--- src/common/rename_pkg.sv ---
package rename_pkg;

	// ====================
	// Sizes
	// ====================

	// Physical register file, split evenly over the rename lanes
	localparam int NPREGS = 256;

	// Rename lanes per clock, one free list bank per lane
	localparam int NLANES = 4;

	// Registers held by one bank
	localparam int BANK_SIZE = NPREGS / NLANES;

	// Architectural registers tracked by the map table
	localparam int NAREGS = 32;

	// Derived index widths
	localparam int PREG_W = $clog2(NPREGS);
	localparam int AREG_W = $clog2(NAREGS);
	localparam int SLOT_W = $clog2(BANK_SIZE);

	// ====================
	// Tag types
	// ====================

	// Physical tag
	// Upper bits pick the bank, lower bits the slot in that bank
	typedef logic [PREG_W-1:0] pregno_t;

	// Architectural register number
	typedef logic [AREG_W-1:0] aregno_t;

	// Slot within one bank
	typedef logic [SLOT_W-1:0] bankslot_t;

endpackage

--- src/verilog/rename_map.sv ---
module rename_map (
	input  logic                                             clk,
	input  logic                                             rst,
	input  logic                                             en,
	input  logic [rename_pkg::NLANES-1:0]                    wr_val,
	input  rename_pkg::aregno_t [rename_pkg::NLANES-1:0]     arch_dst,
	input  rename_pkg::pregno_t [rename_pkg::NLANES-1:0]     wr_tag,
	input  rename_pkg::aregno_t [rename_pkg::NLANES-1:0]     src_arch,
	output rename_pkg::pregno_t [rename_pkg::NLANES-1:0]     old_tag,
	output rename_pkg::pregno_t [rename_pkg::NLANES-1:0]     src_tag
);

	localparam int NL = rename_pkg::NLANES;

	// Current physical register per architectural register
	rename_pkg::pregno_t map_q [rename_pkg::NAREGS];

	// Lanes that really write this cycle
	logic [NL-1:0] wr_en;

	assign wr_en = wr_val & {NL{en}};

	// ====================
	// Read ports
	// ====================

	// Sources see the table as it was before this group
	always_comb begin
		for (int i = 0; i < NL; i++)
			src_tag[i] = map_q[src_arch[i]];
	end

	// Old mapping for each destination
	// An earlier lane writing the same register displaces the table value,
	// the latest such lane is the one that counts
	always_comb begin
		for (int i = 0; i < NL; i++) begin
			old_tag[i] = map_q[arch_dst[i]];
			for (int j = 0; j < i; j++) begin
				if (wr_en[j] && arch_dst[j] == arch_dst[i])
					old_tag[i] = wr_tag[j];
			end
		end
	end

	// ====================
	// Write ports
	// ====================

	// Ascending loop order lets the higher lane win on a shared register
	always_ff @(posedge clk) begin
		if (rst) begin
			for (int a = 0; a < rename_pkg::NAREGS; a++)
				map_q[a] <= '0;
		end else begin
			for (int i = 0; i < NL; i++) begin
				if (wr_en[i])
					map_q[arch_dst[i]] <= wr_tag[i];
			end
		end
	end

endmodule

--- config.mk ---
export PLATFORM = sky130hd
export DESIGN_NAME = rename_map
export DESIGN_NICKNAME = d
export VERILOG_FILES = /design/src/common/rename_pkg.sv /design/src/verilog/rename_map.sv
export SDC_FILE = /design/constraint.sdc
export NUM_CORES = 2
export LEC_CHECK = 0
export BUFFER_PORTS_ARGS = -buffer_cell sky130_fd_sc_hd__buf_2
export CAP_MARGIN = 15
export CORE_ASPECT_RATIO = 0.7
export CORE_MARGIN = 1
export CORE_UTILIZATION = 30
export DETAILED_ROUTE_END_ITERATION = 8
export PLACE_DENSITY = 0.49
export SYNTH_ARGS = -nofsm -noshare
export SYNTH_HDL_FRONTEND = slang
export SYNTH_SLANG_ARGS = --single-unit
--- constraint.sdc ---
create_clock -name clk -period 4.9 [get_ports clk]
set_clock_uncertainty 0.15 [all_clocks]
set_input_delay 1.225 -clock clk [delete_from_list [all_inputs] [get_ports clk]]
set_output_delay 1.225 -clock clk [all_outputs]
set_load 0.05 [all_outputs]
Word level (Yosys, flattened, before mapping)
Memories as Yosys holds them, arrays and structs flattened.
Index checks and enable logic that the tools add are counted.
{ "word_totals": {"ff_bits": 0, "ram_bits": 256, "output_inout_bits": 64, "wordCells": 50, "memories": 1} }
{ "op_classes": {"n_eq_ne": 6, "n_mux": 32, "bitwise_logic": 1, "reduce_logical": 10} }
{ "memory_table": {"columns": ["memory", "depth", "width", "rd", "rd_ports_with_merged_regs", "write_ports", "line_no", "source"], "rows": [
  ["map_q", 32, 8, 8, 0, 32, "rename_map.sv:16", "rename_pkg::pregno_t map_q [rename_pkg::NAREGS];"]
]} }
{ "ops": {"columns": ["operator", "count"], "rows": [
  ["8-bit two-way mux", 10],
  ["8-bit OR reduction", 4],
  ["5-bit == test", 6],
  ["5-bit two-way mux", 4],
  ["1-bit two-way mux", 18],
  ["1-bit logical AND", 6],
  ["4-bit bitwise AND", 1]
]} }

Logic depth before layout (Yosys ltp)
{ "depth": {"depth_word": 6, "depth_mapped": 9, "ltp_nobuf": 5} }

Worst setup path after synthesis
OpenSTA, ideal clock, no wires.
{ "synth_path": {"path_type": "in2out", "from": "input port arch_dst[12] (netlist bit)", "to": "output port old_tag[18] (netlist bit)", "t_arrival_ps": 3714, "required_time_ps": 3525, "slack_ps": -189, "path_stages": 7, "path_buffers": 3, "path_cell_list": "buf_2 buf_2 nor3_1 clkbuf_1 a22oi_1 and3_1 a222oi_1"} }
{ "synth_rtl": {"columns": ["element", "line_no", "source"], "rows": [
  ["from (decl)", "rename_map.sv:6", "input rename_pkg::aregno_t [rename_pkg::NLANES-1:0] arch_dst,"],
  ["to (decl)", "rename_map.sv:9", "output rename_pkg::pregno_t [rename_pkg::NLANES-1:0] old_tag,"]
]} }

==> metrics.md <==
| Metric | Value |
|---|---|
| Fin. Hold Viols | 0 |
| Gr ovfl total | 0 |
| Fmax | 203 MHz |
| Site Rows | 101 |
| Total wire length | between 200000 and 250000 microns |
| GR Util All Layers | 38.6% |
| Sequential power share | 35.4% |
| Gate power share | a little under two fifths |
| Initial antenna violation count | 18 |
| Synth-to-Final Area Change | 16.6% |
| Mux cell area share after synthesis | roughly two fifths |
| Clock Power Share | 27.0% |
| Vias in the first global route | 32328 |
| Final setup violation count | 3 |
| Avg WL per Cell | 47.3 microns |
| CTS tree | built |
| Actual slew at the worst max-slew pin | about 1.3 ns |
| Final core occ | 35.6% |
| Unrepaired setup endpoints after global routing | false |
| Static Leak | 0.0129 uW |
| Final Cycle Share | 101% |
| Mapped Area | 33300 sq um |
| Post-route ant nets | 0 |
| Net switching fraction of the power | about 42% |
| Minimum clock period | 4.93 ns |
| Initial core utilization | 30.5% |
| H-tree depth | 1 |
| Syn nets | 3148 |
| Worst setup margin | -0.0273 ns |
| Pwr dens | roughly 230 nW/um^2 |
| CP Capture Type | output pin |
| Nets | 3303 |
| Count of port buffers added during placement | 142 |
| #FFs+latches synth | 256 |
| Layout cells sized above 1 | 36.0% |
| Crit path max-delay family | buffers and inverters |
| Max_slew headroom | between 10% and 20% |
| First-pass GRT wire length | between 200000 and 300000 microns |
| Async SR Flop Fraction | 0% |
| CTS max path bufs | 3 |
| Syn Inst Count | 3069 |
| Status | finished, violations left |
| Largest family of logic cells by synthesized area | multiplexers |
| GPL Wtd Cong | 1.09 |
| CTS root buf | clkbuf_16 |
| Complex-gate fraction of the synthesized area | 17.3% |
| CP max FO | 28 |
| Critical Path RT | 3.52 ns |
| Register area | 7690 sq um |
| Worst path cell trace | buf_6 > buf_12 > mux2i_1 > o22ai_1 > or4_1 > nor2_1 > buf_4 > a221oi_2 > buf_2 |
| Mean number of vias per cell | around 7.8 |
| Violated checks | setup timing |
| Total CTS buffers | 28 |
| Avg Synthesized Cell Area | between 10 and 15 sq um |
| CP Class | in2out |
| Int Power | roughly 5200 uW |
| Worst path max stage delay | around 0.53 ns |
| DRC Markers | 0 |
| CP Launch Type | primary input |
| TNS Setup | -0.0564 ns |
| Ports | 143 |
| NetSw | 3840 uW |
| CP max stage cell | mux2i_1 |
| HP Class | in2reg |
| Worst path bufs/invs | 4 |
| Sequential element share of the synthesized area | 23.1% |
| Fill cell count | between 10000 and 15000 |
| Detailed Route Iter0 Violations | around 8200 |
| Chip height | 281 microns |
| Core area | 109000 sq um |
| Die Wd | 400 microns |
| Max_cap viols | 0 |
| Worst-path clk slew | 0.07 ns |
| Via count | roughly 36000 |
| Num Clock Sinks | 256 |
| Simple-Gate Fraction of Synth Area | 13.7% |
| Most flops, register | map_q |
| Total iterations of the first detailed-routing run | 9 |
| XOR/XNOR share of the synthesized area | less than 1% |
| Adder-cell share of the synthesized area | 0% |
| CP arrival | 3.55 ns |
| Post-DP HPWL | ~160000 microns |
| Yosys cell types | 64 |
| Biggest regs | map_q x256 |
| Pin count of the biggest net entering global routing | 36 |
| EDFF count, synth | 256 |
| Synth Warn # | 0 |
| Largest register FFs | between 200 and 300 |
| Top FF cell, synth | edfxtp_1 |
| Multi-input logic area | approximately 24000 sq um |
| Max VDD drop | 0.305 mV |
| Die area | 112000 sq um |
| Pins Over Slew Limit | 0 |
[what timing repair did]
action / CTS / global route
resized for setup: 12 / 9
buffers inserted: 0 / 0
hold buffers: 0 / 0
pin swaps: 1 / 0
setup endpoints to repair: 5 / 11
endpoints found under the hold margin: 0 / 0
[cells by family after synthesis]
logic type / count (synthesis)
simple gates: 923
buf+inv: 395
xor+xnor: 30
flops: 256
compound gates: 786
mux: 679
[synth_stat cells, types with 21 or more instances]
master	number	area, sq um
nand2b_1	22	138
clkbuf_1	189	709
nand3_1	65	325
mux2_2	33	372
a22o_1	21	184
buf_2	116	581
nor3_1	43	215
a221oi_1	249	2180
o22ai_1	67	419
or4_1	34	255
nand2_1	304	1140
buf_1	47	176
o31ai_1	153	1150
o21ai_0	96	480
o21ai_1	69	345
mux4_2	512	11500
a22oi_1	52	390
edfxtp_1	256	7690
nor2_1	301	1130
mux2i_1	134	1340
[per-stage QoR]
step / hold WS (ns) / setup slack, ns / instance area, sq um / instances / power [uW]
6_report: 1.02 / -0.0273 / 38800 / 4693 / 9060
5_1_grt: 1.05 / 0.00437 / 38800 / 4688 / 9050
4_1_cts: 1.00 / 0.000411 / 38800 / 4688 / 8780
3_5_place_dp: 1.66 / -0.167 / 37700 / 4636 / 6390
3_3_place_gp: 1.66 / -0.198 / 37700 / 4636 / 6400
2_1_floorplan: 1.27 / -0.00527 / 33400 / 3069 / 4760
[metal layers]
layer | global-route usage (%) | vias to the layer above | routed length [microns]
met5 | 1.74 | - | 292
met4 | 17.3 | 9 | 13900
li1 | - | 13218 | -
met2 | 49.6 | 4138 | 83700
met3 | 19.8 | 733 | 41400
met1 | 52.6 | 18275 | 82600
[path summary, 6_finish.rpt]
kind / startpoint / to / slack (ns) / cells past startpoint
setup / recovery: arch_dst[16] / old_tag[26] / -0.03 / 9
hold / removal: wr_tag[8] / map_q[6][0]$_DFFE_PP_ / 1.02 / 3
[power by group through the flow]
stage / Sequential (uW) / Combinational [uW] / Clock [uW]
after floorplan: 2750 / 2000 / 0
after global placement: 3170 / 3230 / 0
after detailed placement: 3170 / 3220 / 0
after CTS: 3120 / 3240 / 2420
after global routing: 3150 / 3400 / 2510
final: 3210 / 3410 / 2440
[layout make-up]
cell class                      count  area share, %
Inverter                           19          0.184
Sequential cell                   256           19.8
Multi-Input combinational cell   2418           61.7
Timing Repair Buffer              501           11.0
Antenna cell                        5         0.0322
Tap cell                         1442           4.65
Clock buffer                       30           1.82
Clock inverter                     22          0.761
[cell usage in the layout (no fill, tap or decap), drive strengths merged, types with 22 or more instances in the layout]
| cell | n |
|---|---|
| nand3 | 65 |
| clkbuf | 30 |
| o31ai | 153 |
| nand2 | 305 |
| o22ai | 67 |
| or4 | 34 |
| o21ai | 165 |
| buf | 501 |
| inv | 26 |
| mux2 | 33 |
| a221oi | 256 |
| mux4 | 512 |
| mux2i | 134 |
| a22oi | 52 |
| nor2 | 309 |
| nand2b | 22 |
| nor3 | 64 |
| edfxtp | 256 |
Note: power is estimated with default switching activity, not from simulation.
